==> src/s16_bus_params.svh <==
// bus subsystem constants: CPU clock divide, address map and bus widths
`ifndef S16_BUS_PARAMS_SVH
`define S16_BUS_PARAMS_SVH

// clk cycles per CPU clock
// cpu_cenb sits half way between two cpu_cen pulses
`define S16_CEN_DIV 4

// word address and data widths of the CPU bus
`define S16_AW 23
`define S16_DW 16

// ROM starts at word 0 and ends here (1 MB)
`define S16_ROM_TOP 23'h07_ffff

// work RAM window (64 kB)
`define S16_RAM_BASE 23'h200000
`define S16_RAM_TOP 23'h207fff

// anything outside these windows is I/O or unmapped
// it gets no memory cycle and reads as zero

`endif

==> src/s16_cpu_pkg.sv <==
// CPU side types: one 68000 style bus cycle as seen by the acknowledge logic
`include "s16_bus_params.svh"

package s16_cpu_pkg;

    // one CPU bus cycle
    // strobes are active low as on the real 68000 pins
    typedef struct packed {
        // word address, A23..A1
        logic [`S16_AW-1:0] addr;
        // high for read
        logic               rnw;
        // address strobe
        logic               as_n;
        // upper byte lane
        logic               uds_n;
        // lower byte lane
        logic               lds_n;
        // write data, only meaningful when rnw is low
        logic [`S16_DW-1:0] wdata;
    } cpu_bus_t;

endpackage

==> src/s16_mem_pkg.sv <==
// memory side types: Wishbone classic request and response, video client, regions
`include "s16_bus_params.svh"

package s16_mem_pkg;

    // where the current CPU access lands
    typedef enum logic [1:0] {
        REG_ROM   = 2'd0,
        REG_RAM   = 2'd1,
        REG_OTHER = 2'd2
    } region_t;

    // Wishbone classic master outputs
    typedef struct packed {
        logic               cyc;
        logic               stb;
        logic               we;
        logic [1:0]         sel;
        logic [`S16_AW-1:0] adr;
        logic [`S16_DW-1:0] dat_w;
    } wb_req_t;

    // Wishbone slave outputs
    typedef struct packed {
        logic               ack;
        logic [`S16_DW-1:0] dat_r;
    } wb_rsp_t;

    // video fetcher request, held until vid_ack
    typedef struct packed {
        logic               req;
        logic [`S16_AW-1:0] adr;
    } vid_req_t;

endpackage

==> src/s16_addr_dec.sv <==
// address decoder: classifies each CPU bus cycle as ROM, RAM or other
`timescale 1ns/1ps
`include "s16_bus_params.svh"

module s16_addr_dec (
    input  logic                  clk,
    input  logic                  rst,
    input  s16_cpu_pkg::cpu_bus_t cpu,
    output s16_mem_pkg::region_t  region,
    output logic                  mem_cs
);

    s16_mem_pkg::region_t region_nx;
    logic                 last_as_n;

    // map lookup on the live address
    always_comb begin
        if (cpu.addr <= `S16_ROM_TOP) begin
            // ROM writes are swallowed, no SDRAM cycle for them
            region_nx = cpu.rnw ? s16_mem_pkg::REG_ROM : s16_mem_pkg::REG_OTHER;
        end else if (cpu.addr >= `S16_RAM_BASE && cpu.addr <= `S16_RAM_TOP) begin
            region_nx = s16_mem_pkg::REG_RAM;
        end else begin
            // I/O and holes
            region_nx = s16_mem_pkg::REG_OTHER;
        end
    end

    always_ff @(posedge clk or posedge rst) begin
        if (rst) begin
            last_as_n <= 1'b1;
            region    <= s16_mem_pkg::REG_OTHER;
            mem_cs    <= 1'b0;
        end else begin
            last_as_n <= cpu.as_n;
            if (cpu.as_n) begin
                // bus idle, nothing selected
                region <= s16_mem_pkg::REG_OTHER;
                mem_cs <= 1'b0;
            end else if (last_as_n) begin
                // falling edge of as_n: sample once, hold for the whole cycle
                region <= region_nx;
                mem_cs <= (region_nx != s16_mem_pkg::REG_OTHER);
            end
        end
    end

endmodule

==> src/s16_bus_top.sv <==
// bus acknowledge subsystem top: clock enables, decoder, DTACK and SDRAM arbiter
`timescale 1ns/1ps
`include "s16_bus_params.svh"

module s16_bus_top (
    input  logic                  clk,
    input  logic                  rst,
    input  s16_cpu_pkg::cpu_bus_t cpu,
    input  s16_mem_pkg::vid_req_t vid,
    output logic                  vid_ack,
    output s16_mem_pkg::wb_req_t  wb_o,
    input  s16_mem_pkg::wb_rsp_t  wb_i,
    output logic                  dtack_n,
    output logic [`S16_DW-1:0]    rdata
);

    // CPU clock phases
    logic                 cpu_cen;
    logic                 cpu_cenb;
    // decoded access
    s16_mem_pkg::region_t region;
    logic                 mem_cs;
    // memory status back to the DTACK logic
    logic                 rom_ok;
    logic                 ram_ok;
    logic                 bus_busy;

    s16_cpu_cen u_cen (
        .clk      (clk),
        .rst      (rst),
        .cpu_cen  (cpu_cen),
        .cpu_cenb (cpu_cenb)
    );

    s16_addr_dec u_dec (
        .clk    (clk),
        .rst    (rst),
        .cpu    (cpu),
        .region (region),
        .mem_cs (mem_cs)
    );

    s16_dtack u_dtack (
        .clk      (clk),
        .rst      (rst),
        .cpu_cen  (cpu_cen),
        .cpu_cenb (cpu_cenb),
        .as_n     (cpu.as_n),
        .mem_cs   (mem_cs),
        .bus_busy (bus_busy),
        .rom_ok   (rom_ok),
        .ram_ok   (ram_ok),
        .dtack_n  (dtack_n)
    );

    // single SDRAM port shared by CPU and video
    s16_sdram_arb u_arb (
        .clk      (clk),
        .rst      (rst),
        .cpu      (cpu),
        .region   (region),
        .mem_cs   (mem_cs),
        .vid      (vid),
        .vid_ack  (vid_ack),
        .wb_o     (wb_o),
        .wb_i     (wb_i),
        .rom_ok   (rom_ok),
        .ram_ok   (ram_ok),
        .bus_busy (bus_busy),
        .rdata    (rdata)
    );

endmodule

==> src/s16_cpu_cen.sv <==
// CPU clock enable source: cpu_cen and the half period later cpu_cenb
`timescale 1ns/1ps
`include "s16_bus_params.svh"

module s16_cpu_cen (
    input  logic clk,
    input  logic rst,
    output logic cpu_cen,
    output logic cpu_cenb
);

    localparam int CW = $clog2(`S16_CEN_DIV);

    // phase counter, wraps every S16_CEN_DIV clocks
    logic [CW-1:0] cnt;

    always_ff @(posedge clk or posedge rst) begin
        if (rst) begin
            cnt      <= '0;
            cpu_cen  <= 1'b0;
            cpu_cenb <= 1'b0;
        end else begin
            if (cnt == CW'(`S16_CEN_DIV - 1)) begin
                cnt <= '0;
            end else begin
                cnt <= cnt + 1'b1;
            end
            // both enables are registered so they come out glitch free
            cpu_cen  <= (cnt == CW'(`S16_CEN_DIV - 1));
            // cenb lands exactly half a CPU clock after cen
            cpu_cenb <= (cnt == CW'(`S16_CEN_DIV / 2 - 1));
        end
    end

    // the two phases must never overlap
    assert property (@(posedge clk) disable iff (rst)
        !(cpu_cen && cpu_cenb));

endmodule

==> src/s16_dtack.sv <==
// DTACK generator: bus wait states, SDRAM busy stretch and delay debt recovery
`timescale 1ns/1ps

module s16_dtack (
    input  logic clk,
    input  logic rst,
    input  logic cpu_cen,
    input  logic cpu_cenb,
    input  logic as_n,
    input  logic mem_cs,
    input  logic bus_busy,
    input  logic rom_ok,
    input  logic ram_ok,
    output logic dtack_n
);

    logic       last_as_n;
    logic       dtack_r;
    // [2] first cenb seen, [1] second cenb seen, [0] one clk past [1]
    logic [2:0] wait_sr;
    // one CPU clock of delay owed to the game
    logic       debt;
    // SDRAM has come up
    logic       started;
    logic       sdram_ok;
    logic       early_ok;

    assign sdram_ok = rom_ok && ram_ok;
    // only the first stage set and debt owed
    assign early_ok = debt && (wait_sr == 3'b100);

    // as_n high forces dtack_n high in the same cycle
    assign dtack_n = dtack_r | as_n;

    always_ff @(posedge clk or posedge rst) begin
        if (rst) begin
            last_as_n <= 1'b1;
            dtack_r   <= 1'b1;
            wait_sr   <= 3'b000;
            debt      <= 1'b0;
            started   <= 1'b0;
        end else begin
            last_as_n <= as_n;
            if (sdram_ok) begin
                started <= 1'b1;
            end
            if (as_n || last_as_n) begin
                // idle or first clk of a new cycle
                dtack_r <= 1'b1;
                wait_sr <= 3'b000;
            end else if (dtack_r) begin
                if (cpu_cenb) begin
                    wait_sr[2] <= 1'b1;
                    wait_sr[1] <= wait_sr[2];
                end
                wait_sr[0] <= wait_sr[1];
                if (!mem_cs) begin
                    // I/O, unmapped or ROM write
                    dtack_r <= 1'b0;
                end else begin
                    // stalled past the normal wait point across a CPU clock
                    if (started && !debt && wait_sr[0] && bus_busy && cpu_cen) begin
                        debt <= 1'b1;
                    end
                    if (!bus_busy && (wait_sr[1] || early_ok)) begin
                        dtack_r <= 1'b0;
                        // finished one CPU clock early, debt paid back
                        if (!wait_sr[1]) begin
                            debt <= 1'b0;
                        end
                    end
                end
            end
        end
    end

    // the arbiter must have captured the CPU ack before dtack goes low
    assert property (@(posedge clk) disable iff (rst)
        $fell(dtack_n) && mem_cs |-> !$past(bus_busy));

endmodule

==> src/s16_sdram_arb.sv <==
// SDRAM port arbiter: CPU first, video second, one Wishbone classic master
`timescale 1ns/1ps
`include "s16_bus_params.svh"

module s16_sdram_arb (
    input  logic                  clk,
    input  logic                  rst,
    input  s16_cpu_pkg::cpu_bus_t cpu,
    input  s16_mem_pkg::region_t  region,
    input  logic                  mem_cs,
    input  s16_mem_pkg::vid_req_t vid,
    output logic                  vid_ack,
    output s16_mem_pkg::wb_req_t  wb_o,
    input  s16_mem_pkg::wb_rsp_t  wb_i,
    output logic                  rom_ok,
    output logic                  ram_ok,
    output logic                  bus_busy,
    output logic [`S16_DW-1:0]    rdata
);

    typedef enum logic [1:0] {
        ST_IDLE,
        ST_CPU,
        ST_VID
    } arb_state_t;

    arb_state_t state;
    // CPU ack already captured for this bus cycle
    logic       cpu_done;
    logic       cpu_pend;
    logic       is_rom;

    assign cpu_pend = mem_cs && !cpu_done;
    assign is_rom   = (region == s16_mem_pkg::REG_ROM);
    // busy from the decode until the ack is in
    assign bus_busy = cpu_pend;
    // video completion, seen in the same cycle as the slave ack
    assign vid_ack  = (state == ST_VID) && wb_i.ack;

    always_ff @(posedge clk or posedge rst) begin
        if (rst) begin
            state    <= ST_IDLE;
            wb_o     <= '0;
            cpu_done <= 1'b0;
            rom_ok   <= 1'b0;
            ram_ok   <= 1'b0;
        end else begin
            // new bus cycle rearms the CPU request
            if (!mem_cs) begin
                cpu_done <= 1'b0;
            end
            case (state)
                ST_IDLE: begin
                    if (cpu_pend) begin
                        state      <= ST_CPU;
                        wb_o.cyc   <= 1'b1;
                        wb_o.stb   <= 1'b1;
                        wb_o.we    <= ~cpu.rnw;
                        wb_o.sel   <= {~cpu.uds_n, ~cpu.lds_n};
                        wb_o.adr   <= cpu.addr;
                        wb_o.dat_w <= cpu.wdata;
                        // data for this region is stale until the ack
                        if (is_rom) begin
                            rom_ok <= 1'b0;
                        end else begin
                            ram_ok <= 1'b0;
                        end
                    end else if (vid.req) begin
                        // video only gets the port when the CPU is quiet
                        state      <= ST_VID;
                        wb_o.cyc   <= 1'b1;
                        wb_o.stb   <= 1'b1;
                        wb_o.we    <= 1'b0;
                        wb_o.sel   <= 2'b11;
                        wb_o.adr   <= vid.adr;
                        wb_o.dat_w <= '0;
                    end
                end
                ST_CPU: begin
                    if (wb_i.ack) begin
                        state    <= ST_IDLE;
                        wb_o.cyc <= 1'b0;
                        wb_o.stb <= 1'b0;
                        cpu_done <= 1'b1;
                        if (is_rom) begin
                            rom_ok <= 1'b1;
                        end else begin
                            ram_ok <= 1'b1;
                        end
                    end
                end
                ST_VID: begin
                    if (wb_i.ack) begin
                        state    <= ST_IDLE;
                        wb_o.cyc <= 1'b0;
                        wb_o.stb <= 1'b0;
                    end
                end
                default: begin
                    state    <= ST_IDLE;
                    wb_o.cyc <= 1'b0;
                    wb_o.stb <= 1'b0;
                end
            endcase
        end
    end

    // CPU read data, zero whenever no memory access is selected
    always_ff @(posedge clk) begin
        if (!mem_cs) begin
            rdata <= '0;
        end else if (state == ST_CPU && wb_i.ack && !wb_o.we) begin
            rdata <= wb_i.dat_r;
        end
    end

    // classic handshake: request frozen until the slave acks
    assert property (@(posedge clk) disable iff (rst)
        wb_o.stb && !wb_i.ack |=> $stable(wb_o));

    assert property (@(posedge clk) disable iff (rst)
        wb_o.stb |-> wb_o.cyc);

endmodule

==> config.mk <==
export PLATFORM = sky130hd
export DESIGN_NAME = s16_bus_top
export DESIGN_NICKNAME = d
export VERILOG_FILES = /design/src/s16_cpu_pkg.sv /design/src/s16_mem_pkg.sv /design/src/s16_addr_dec.sv /design/src/s16_bus_top.sv /design/src/s16_cpu_cen.sv /design/src/s16_dtack.sv /design/src/s16_sdram_arb.sv
export VERILOG_INCLUDE_DIRS = /design/src
export SDC_FILE = /design/constraint.sdc
export NUM_CORES = 1
export LEC_CHECK = 0
export ABC_CLOCK_PERIOD_IN_PS = 2350
export BUFFER_PORTS_ARGS = -buffer_cell sky130_fd_sc_hd__buf_4
export CAP_MARGIN = 25
export CORE_MARGIN = 2
export CORE_UTILIZATION = 48
export DETAILED_ROUTE_END_ITERATION = 6
export PLACE_DENSITY = 0.8
export SLEW_MARGIN = 40
export SYNTH_ARGS = -nofsm -noshare
export SYNTH_HDL_FRONTEND = slang
export SYNTH_SLANG_ARGS = --single-unit
==> constraint.sdc <==
create_clock -name clk -period 2.35 [get_ports clk]
set_input_delay 0.1175 -clock clk [delete_from_list [all_inputs] [get_ports clk]]
set_output_delay 0.1175 -clock clk [all_outputs]
set_load 0.1 [all_outputs]
==> flow_summary.ini, run 1 <==
[synth]
synth-async-reset-ratio_pct = 79.5
syn_area_per_cell_sq_um = 12.3
syn_inst = 282
synth_enable_flop_cells = 0
synth_top_area_share_pct = 42.7
synth_area_leader_cell = dfrtp_1
yosysWarningCount = 0
ys_ff_latch = 78
ys_seq_area_share_pct = 54.2
synth_area_sq_mm = 0.00346
ys_types = 40
ys.flop_type = dfrtp_1
synth_nets = 373
netlist_top_cells_area = dfrtp_1 (43%), mux2_2 (9.4%), dfxtp_1 (9.3%), mux2_4 (7.4%), nand2_1 (4.6%)

[power]
p_per_area_mw_per_mm2 = 1140
irDropWorstVdd_mv = 0.691
leakage_nw = 2.42
power.total_w = 0.00567

[clock_network]
cts_tree = yes
htree_levels = 3
post_cts_resized = 0
clkLatencyLatePin_ns = 0.34
cts_made_buffers = 9
clock-root-buffer = clkbuf_8
cts_buffer_depth = 2
hold_buffers = 12
cts_setup_buffers = 0
clock_sinks = 78
clkTransAtPathRegs_ns = 0.08

[die]
start_util_pct = 50.4
chipHeight_um = 88.9
core_sq_mm = 0.00687
die_x_um = 88.9
io_pins = 148
die_area_sq_mm = 0.00790
num_rows = 30

[grt]
grt.total_usage_pct = 20.9
first_global_vias = 2750
grt_overflow = 0
antenna_found_initial = 0
grt_pass1_wl_mm = 12.5
grt_max_degree = 30

[sta]
drv_slew = 0
fin_skew_ns = 0.00550
maxSlewHeadroom_pct = 58.7
max_freq_mhz = 529
period_needed_ns = 1.89
hold_viol_final = 0
worst_slew_pin_slew_ns = 0.618
period_share_pct = 80.4
rsz0062_at_grt = no
fin_tns_setup_ns = 0
fin_ws_ns = 0.461
finalSetupViolations = 0

[worst_setup_path]
arrival_ns = 2.13
cp.required_ns = 2.59
cp_max_fo = 11
start_kind = flop
critPathKind = flop to flop
end_kind = flop

[detailed_routing]
drt-pass1-iter-count = 4
ant_nets = 0
drt_iter0_markers = 62
vias = 2709
drt_drc_violations_left = 0
finalWirelength_mm = 8.21
avgRoutedWirePerCell_um = 15.1
via_per_inst = 4.99

[placement]
place_hpwl_mm = 6.12
finalWeightedCongestion = 0.753
port_buffers = 147
place_ws_ns = 0.480

[cells_and_area]
most-common-layout-cells = buf_4 (151), dfrtp_1 (59), nand2_1 (42)
area.growth.synth_to_final_pct = 43.9
fillers = 467
nets = 533
drive_above_1_share_pct = 49.9
antenna_cells = 0
mostFrequentLayoutCell = buf_4

[status]
status = complete, no violations

[min_path]
hp-class = input pin to flop

[run]
cap_violations = 0
report_power, final:
group,switching (W),total (W),internal [W]
Clock,0.000478,0.00111,0.000629
Sequential,0.000132,0.00171,0.00158
Combinational,0.00216,0.00285,0.000692
registers in the layout, indices dropped and copies added, names as in the netlist:
register	count
u_arb.cpu_done	1
u_arb.ram_ok	1
u_arb.rdata	16
u_arb.rom_ok	1
u_arb.state	2
u_arb.wb_o	43
u_cen.cnt	2
u_cen.cpu_cen	1
u_cen.cpu_cenb	1
u_dec.mem_cs	1
u_dec.region	2
u_dtack.debt	1
u_dtack.dtack_r	1
u_dtack.last_as_n	1
u_dtack.started	1
u_dtack.wait_sr	3
per-layer routing:
layer	track usage (%)	part of all wire (%)	vias up	wire length, um
met3	4.71	5.1	12	422
met2	37.1	54	73	4460
met5	0	0	-	0
met4	9.09	1.6	0	131
met1	24.3	39	1318	3200
li1	-	-	1306	-
Yosys cell counts (2+ instances only):
cell type	instances
dfrtp_1	59
nand2_1	42
mux2_2	29
a21boi_0	17
mux2_4	17
a22o_1	16
dfxtp_1	16
inv_1	11
a21oi_1	7
buf_2	6
nor2_1	6
ha_1	5
clkbuf_1	4
o21ai_0	4
buf_4	3
dfstp_2	3
nand3b_1	3
nor3_1	3
a22oi_1	2
a31oi_1	2
and3b_1	2
buf_12	2
mux2i_1	2
nand2b_1	2
nor2b_1	2
nor4_1	2
or2_2	2
critical path: stages (launching register included):
cell and delay, ns:
dfrtp_1 0.40, inv_1 0.09, ha_1 0.39, and3b_1 0.52
a21boi_0 0.17, o22a_1 0.22
cell type report:
| cell class | count | area, sq um | share of cell area, % |
|---|---|---|---|
| flip-flops and latches | 78 | 1880 | 37.7 |
| multi-input cells | 177 | 1430 | 28.6 |
| repair buffers | 165 | 1290 | 26.0 |
| clock buffers | 11 | 141 | 2.84 |
| well taps | 96 | 120 | 2.41 |
| clock inverters | 5 | 81.3 | 1.63 |
| inverters | 11 | 41.3 | 0.829 |
metrics by stage:
step	utilization, %	hold WS (ns)	instances	cell area, sq um
global placement	67.5	0.130	515	4640
global route	72.5	0.00491	543	4980
detailed placement	67.5	0.137	515	4640
finish	72.5	0.0122	543	4980
CTS	72.5	0.000867	543	4980
floorplan	-	0.122	282	3460
path summary, 6_finish.rpt:
path,cells past startpoint,slack (ns),from,endpoint
hold / removal,2,0.01,cpu[4],u_arb.wb_o[4]
setup / recovery,5,0.46,u_arb.state[1],u_arb.rom_ok
setup reg to reg,5,0.46,u_arb.state[1],u_arb.rom_ok
hold reg to reg,1,0.46,u_cen.cnt[0],u_cen.cnt[0]
max in group asynchronous,4,1.34,rst,u_dtack.last_as_n
min in group asynchronous,3,0.32,rst,u_arb.wb_o[16]
cells by family after synthesis:
family	Yosys count	synth area share (%)
simple gates	67	8.90
buf+inv	27	4.63
fa+ha+maj	5	1.81
compound gates	57	13.1
flops	78	54.2
mux	48	17.4
Note: power is estimated with default switching activity, not from simulation.
==> run 2: changes to the inputs <==
--- a/config.mk
+++ b/config.mk
@@ -6,7 +6,7 @@
 export SDC_FILE = /design/constraint.sdc
 export NUM_CORES = 1
 export LEC_CHECK = 0
-export ABC_CLOCK_PERIOD_IN_PS = 2350
+export ABC_CLOCK_PERIOD_IN_PS = 1960
 export BUFFER_PORTS_ARGS = -buffer_cell sky130_fd_sc_hd__buf_4
 export CAP_MARGIN = 25
 export CORE_MARGIN = 2
==> constraint.sdc (replaced) <==
create_clock -name clk -period 1.96 [get_ports clk]
set_input_delay 0.098 -clock clk [delete_from_list [all_inputs] [get_ports clk]]
set_output_delay 0.098 -clock clk [all_outputs]
set_load 0.1 [all_outputs]
==> run 2 against run 1 <==
Sequential power is 20% higher. Total power up 20%. Via count rose by 5.3%. Clock power up 16%. Critical path type unchanged. Largest power group unchanged.
==> flow_summary.ini, run 2 (synthesis gave the netlist of run 1 again) <==
[grt]
grt_pass1_wl_mm = 13.5
antenna_found_initial = 0
grt_overflow = 0
first_global_vias = 2869
grt_max_degree = 32
grt.total_usage_pct = 22.6

[worst_setup_path]
crit_path_cell_trace = inv_1 -> ha_1 -> and3b_1 -> nand2_1 -> a21boi_0
cp_num_buf_inv = 1
critPathKind = flop to flop
cp_max_fo = 16
arrival_ns = 1.98
cpPeakStageDelay_ns = 0.57
end_kind = flop
cp_top_family = simple AND/OR/NAND/NOR gates
start_kind = flop
critPathSlowestCell = and3b_1
cp.required_ns = 2.23

[die]
die_x_um = 88.9
num_rows = 30
core_sq_mm = 0.00687
io_pins = 148
die_area_sq_mm = 0.00790
chipHeight_um = 88.9
start_util_pct = 50.4

[detailed_routing]
drt-pass1-iter-count = 4
via_per_inst = 5.09
avgRoutedWirePerCell_um = 15.9
ant_nets = 0
vias = 2852
drt_drc_violations_left = 0
finalWirelength_mm = 8.92
drt_iter0_markers = 89

[power]
internal-power_w = 0.00347
combPwrFrac_pct = 50.9
irDropWorstVdd_mv = 0.881
switching_share_pct = 49.1
power.switching_w = 0.00334
p_per_area_mw_per_mm2 = 1330
sequentialPowerShare_pct = 30.2
clockPowerShare_pct = 19.0
leakage_nw = 2.48

[sta]
fin_skew_ns = 0.0101
period_share_pct = 87.4
finalSetupViolations = 0
maxSlewHeadroom_pct = 56.7
max_freq_mhz = 584
hold_viol_final = 0
fin_tns_setup_ns = 0
period_needed_ns = 1.71
worst_slew_pin_slew_ns = 0.647
rsz0062_at_grt = no
drv_slew = 0
fin_ws_ns = 0.247

[cells_and_area]
nets = 550
mostFrequentLayoutCell = buf_4
drive_above_1_share_pct = 48.7
area.growth.synth_to_final_pct = 48.4
largest_register_ffs = 43
fillers = 450
antenna_cells = 0
top_register = u_arb.wb_o
largestRegisters = u_arb.wb_o x43, u_arb.rdata x16, u_dtack.wait_sr x3
most-common-layout-cells = buf_4 (154), dfrtp_1 (59), nand2_1 (42)

[clock_network]
post_cts_resized = 0
clkTransAtPathRegs_ns = 0.08
cts_buffer_depth = 2
cts_tree = yes
clock_sinks = 78
clock-root-buffer = clkbuf_8
clkLatencyLatePin_ns = 0.35
htree_levels = 3
cts_made_buffers = 9

[min_path]
hp-class = input pin to flop

[run]
cap_violations = 0

[status]
status = complete, no violations

[placement]
finalWeightedCongestion = 0.824
place_ws_ns = 0.238
port_buffers = 147
place_hpwl_mm = 6.40
[run 2: cell count changes in the layout (fill, tap and decap cells not counted), sizes merged]
| cell | delta |
|---|---|
| dlygate4sd3 | +14 |
| clkbuf | -1 |
| clkinv | +2 |
| inv | -1 |
| buf | +3 |
[run 2: per-layer routing]
| metal | track usage, % | up-vias | part of all wire, % | wire (um) |
|---|---|---|---|---|
| li1 | - | 1339 | - | - |
| met1 | 26.2 | 1412 | 38 | 3390 |
| met2 | 40.7 | 86 | 55 | 4930 |
| met3 | 6.37 | 15 | 5.2 | 466 |
| met4 | 6.61 | 0 | 1.5 | 133 |
| met5 | 0 | - | 0 | 0 |
[run 2: repair_timing]
action,CTS,global route
hold buffers,26,0
endpoints found under the hold margin,48,0
setup buffers,0,0
[run 2: worst paths after layout]
path / start / to / slack [ns] / cells after the start
max in group asynchronous: rst / u_dtack.dtack_r / 0.93 / 4
worst min register to register: u_arb.rdata[6] / u_arb.rdata[6] / 0.47 / 2
worst min-delay path: wb_i[13] / u_arb.rdata[13] / 0.01 / 3
worst max-delay path: u_arb.state[1] / u_arb.rdata[15] / 0.25 / 5
worst max register to register: u_arb.state[1] / u_arb.rdata[15] / 0.25 / 5
min in group asynchronous: rst / u_arb.wb_o[7] / 0.37 / 3
[run 2: tightest hold or removal path: stages]
cell      delay (ns)
buf_4           0.11
nand2_1         0.04
a21boi_0        0.07
[run 2: power by group through the flow]
stage | clock, W | combinational [W] | sequential (W)
final | 0.00129 | 0.00346 | 0.00205
after global routing | 0.00139 | 0.00356 | 0.00209
after CTS | 0.00132 | 0.00347 | 0.00205
after detailed placement | 0 | 0.00342 | 0.00209
after global placement | 0 | 0.00338 | 0.00207
after floorplan | 0 | 0.000694 | 0.00402
[run 2: layout make-up]
class	count	area (sq um)	area share, %
flip-flops and latches	78	1880	36.5
repair buffers	182	1460	28.4
multi-input cells	177	1430	27.8
clock buffers	10	128	2.49
well taps	96	120	2.34
clock inverters	6	86.3	1.68
inverters	11	41.3	0.804
[run 2: stage by stage]
step | power, W | utilization (%) | cell area, sq um | hold slack (ns) | cells
after global placement | 0.00545 | 67.8 | 4660 | 0.148 | 518
after CTS | 0.00684 | 74.7 | 5130 | 0.00224 | 560
after detailed placement | 0.00551 | 67.8 | 4660 | 0.166 | 518
after global routing | 0.00703 | 74.7 | 5130 | 0.00238 | 560
final | 0.00681 | 74.7 | 5130 | 0.0111 | 560
after floorplan | 0.00471 | - | 3460 | 0.102 | 282
==> run 3: changes to the inputs <==
--- a/config.mk
+++ b/config.mk
@@ -10,9 +10,9 @@
 export BUFFER_PORTS_ARGS = -buffer_cell sky130_fd_sc_hd__buf_4
 export CAP_MARGIN = 25
 export CORE_MARGIN = 2
-export CORE_UTILIZATION = 48
+export CORE_UTILIZATION = 45
 export DETAILED_ROUTE_END_ITERATION = 6
-export PLACE_DENSITY = 0.8
+export PLACE_DENSITY = 0.76
 export SLEW_MARGIN = 40
 export SYNTH_ARGS = -nofsm -noshare
 export SYNTH_HDL_FRONTEND = slang
==> constraint.sdc (replaced) <==
create_clock -name clk -period 1.96 [get_ports clk]
set_input_delay 0.098 -clock clk [delete_from_list [all_inputs] [get_ports clk]]
set_output_delay 0.098 -clock clk [all_outputs]
set_load 0.02 [all_outputs]
==> run 3 against run 2 <==
Utilization is 4.4 points lower. Maximum frequency fell by 5.1%. Combinational power is 51% lower. Critical path depth unchanged. Sequential power is essentially flat. Register-to-register slack worse by 0.09 ns. Worst setup slack got worse by 0.092 ns. Count of clock-buffer cells in the layout rose by 2. Via count down 2.2%. Clock power barely moved. Critical endpoint is now u_arb.wb_o[36]. Largest cell class unchanged.
==> flow_summary.ini, run 3 (synthesis gave the netlist of run 1 again) <==
[status]
status = complete, no violations

[grt]
first_global_vias = 2884
antenna_found_initial = 0
grt_max_degree = 39
grt.total_usage_pct = 21.3
grt_overflow = 0
grt_pass1_wl_mm = 14.1

[placement]
finalWeightedCongestion = 0.756
place_ws_ns = 0.0956
placedCellCount = 521
place_hpwl_mm = 6.19
port_buffers = 147

[sta]
fin_tns_setup_ns = 0
drv_slew = 0
hold_viol_final = 0
finalSetupViolations = 0
period_needed_ns = 1.81
whs_ns = 0.00618
maxSlewHeadroom_pct = 56.6
fin_ws_ns = 0.154
fin_skew_ns = 0.00868
worst_slew_pin_slew_ns = 0.649
max_freq_mhz = 554
rsz0062_at_grt = no
period_share_pct = 92.1

[clock_network]
clock_sinks = 78
cts_made_buffers = 9
clkLatencyLatePin_ns = 0.35
clkTransAtPathRegs_ns = 0.08
cts_tree = yes
cts_buffer_depth = 2
clock-root-buffer = clkbuf_8
htree_levels = 3

[detailed_routing]
finalWirelength_mm = 8.74
ant_nets = 0
drt-pass1-iter-count = 4
drt_drc_violations_left = 0
drt_iter0_markers = 77
via_per_inst = 4.96
vias = 2790
avgRoutedWirePerCell_um = 15.5

[cells_and_area]
drive_above_1_share_pct = 48.7
area.growth.synth_to_final_pct = 49.0
antenna_cells = 0
instances_no_fill = 563
fillers = 525
most-common-layout-cells = buf_4 (152), dfrtp_1 (59), nand2_1 (42)
largest_register_ffs = 43
mostFrequentLayoutCell = buf_4
top_register = u_arb.wb_o
nets = 550
largestRegisters = u_arb.wb_o x43, u_arb.rdata x16, u_dtack.wait_sr x3

[worst_setup_path]
end_kind = flop
cp_num_buf_inv = 2
crit_path_cell_trace = and2b_1 -> o21ai_4 -> buf_8 -> buf_8 -> mux2_2
critPathSlowestCell = dfrtp_1
arrival_ns = 2.04
critPathKind = flop to flop
cp.required_ns = 2.19
start_kind = flop
cp_max_fo = 18
cpPeakStageDelay_ns = 0.38
cp_top_family = buffers and inverters
crit_top_cell = buf_8

[die]
start_util_pct = 47.2
die_x_um = 91.7
die_area_sq_mm = 0.00841
num_rows = 31
chipHeight_um = 91.7
io_pins = 148
core_sq_mm = 0.00733

[power]
leakage_nw = 2.49
p_per_area_mw_per_mm2 = 980
irDropWorstVdd_mv = 0.541

[min_path]
hp-class = input pin to flop

[run]
cap_violations = 0
[run 3: cell count changes in the layout (fill, tap and decap cells not counted), sizes merged]
| cell | delta |
|---|---|
| clkbuf | +2 |
| clkinvlp | -1 |
| clkinv | -1 |
[run 3: final timing paths]
path,startpoint,endpoint,slack [ns],depth (start not counted)
worst max-delay path,u_dec.mem_cs,u_arb.wb_o[36],0.15,5
worst min-delay path,wb_i[15],u_arb.rdata[15],0.006,3
worst max register to register,u_dec.mem_cs,u_arb.wb_o[36],0.15,5
worst min register to register,u_dtack.started,u_dtack.started,0.46,1
max in group asynchronous,rst,u_dec.region[1],0.96,4
min in group asynchronous,rst,u_arb.wb_o[24],0.35,3
[run 3: report_power, final]
group	switching (W)	leakage, nW	internal, W
sequential	0.000160	0.909	0.00190
clock	0.000560	0.110	0.000749
combinational	0.000832	1.47	0.000854
total	0.00155	2.49	0.00350
[run 3: layout make-up]
cell class              count  area (sq um)  share of cell area, %
inverters                  11          41.3                  0.801
clock inverters             4          70.1                   1.36
flip-flops and latches     78          1880                   36.4
well taps                  99           124                   2.40
multi-input cells         177          1430                   27.7
clock buffers              12           145                   2.81
repair buffers            182          1470                   28.5
[run 3: worst min-delay path: stages]
cell and delay, ns:
buf_4 0.11, nand2_1 0.04, a21boi_0 0.06
[run 3: per-layer routing]
metal	vias up	share of wire, %	GRT usage, %
met4	0	2.3	9.09
met1	1350	40	25.4
met5	-	0	0
met3	17	4.6	4.52
met2	81	53	37.1
li1	1342	-	-
[run 3: per-stage QoR]
step	total power, W	util (%)	cell area (sq um)
after floorplan	0.00298	-	3460
after global placement	0.00365	63.4	4650
after detailed placement	0.00373	63.8	4680
after CTS	0.00509	70.3	5150
after global routing	0.00530	70.3	5160
final	0.00505	70.3	5160
[run 3: repair_timing]
action,in CTS,in global routing
hold buffers,26,0
setup buffers,0,0
gates resized for setup,0,1
endpoints found under the setup margin,0,8
endpoints found under the hold margin,52,0
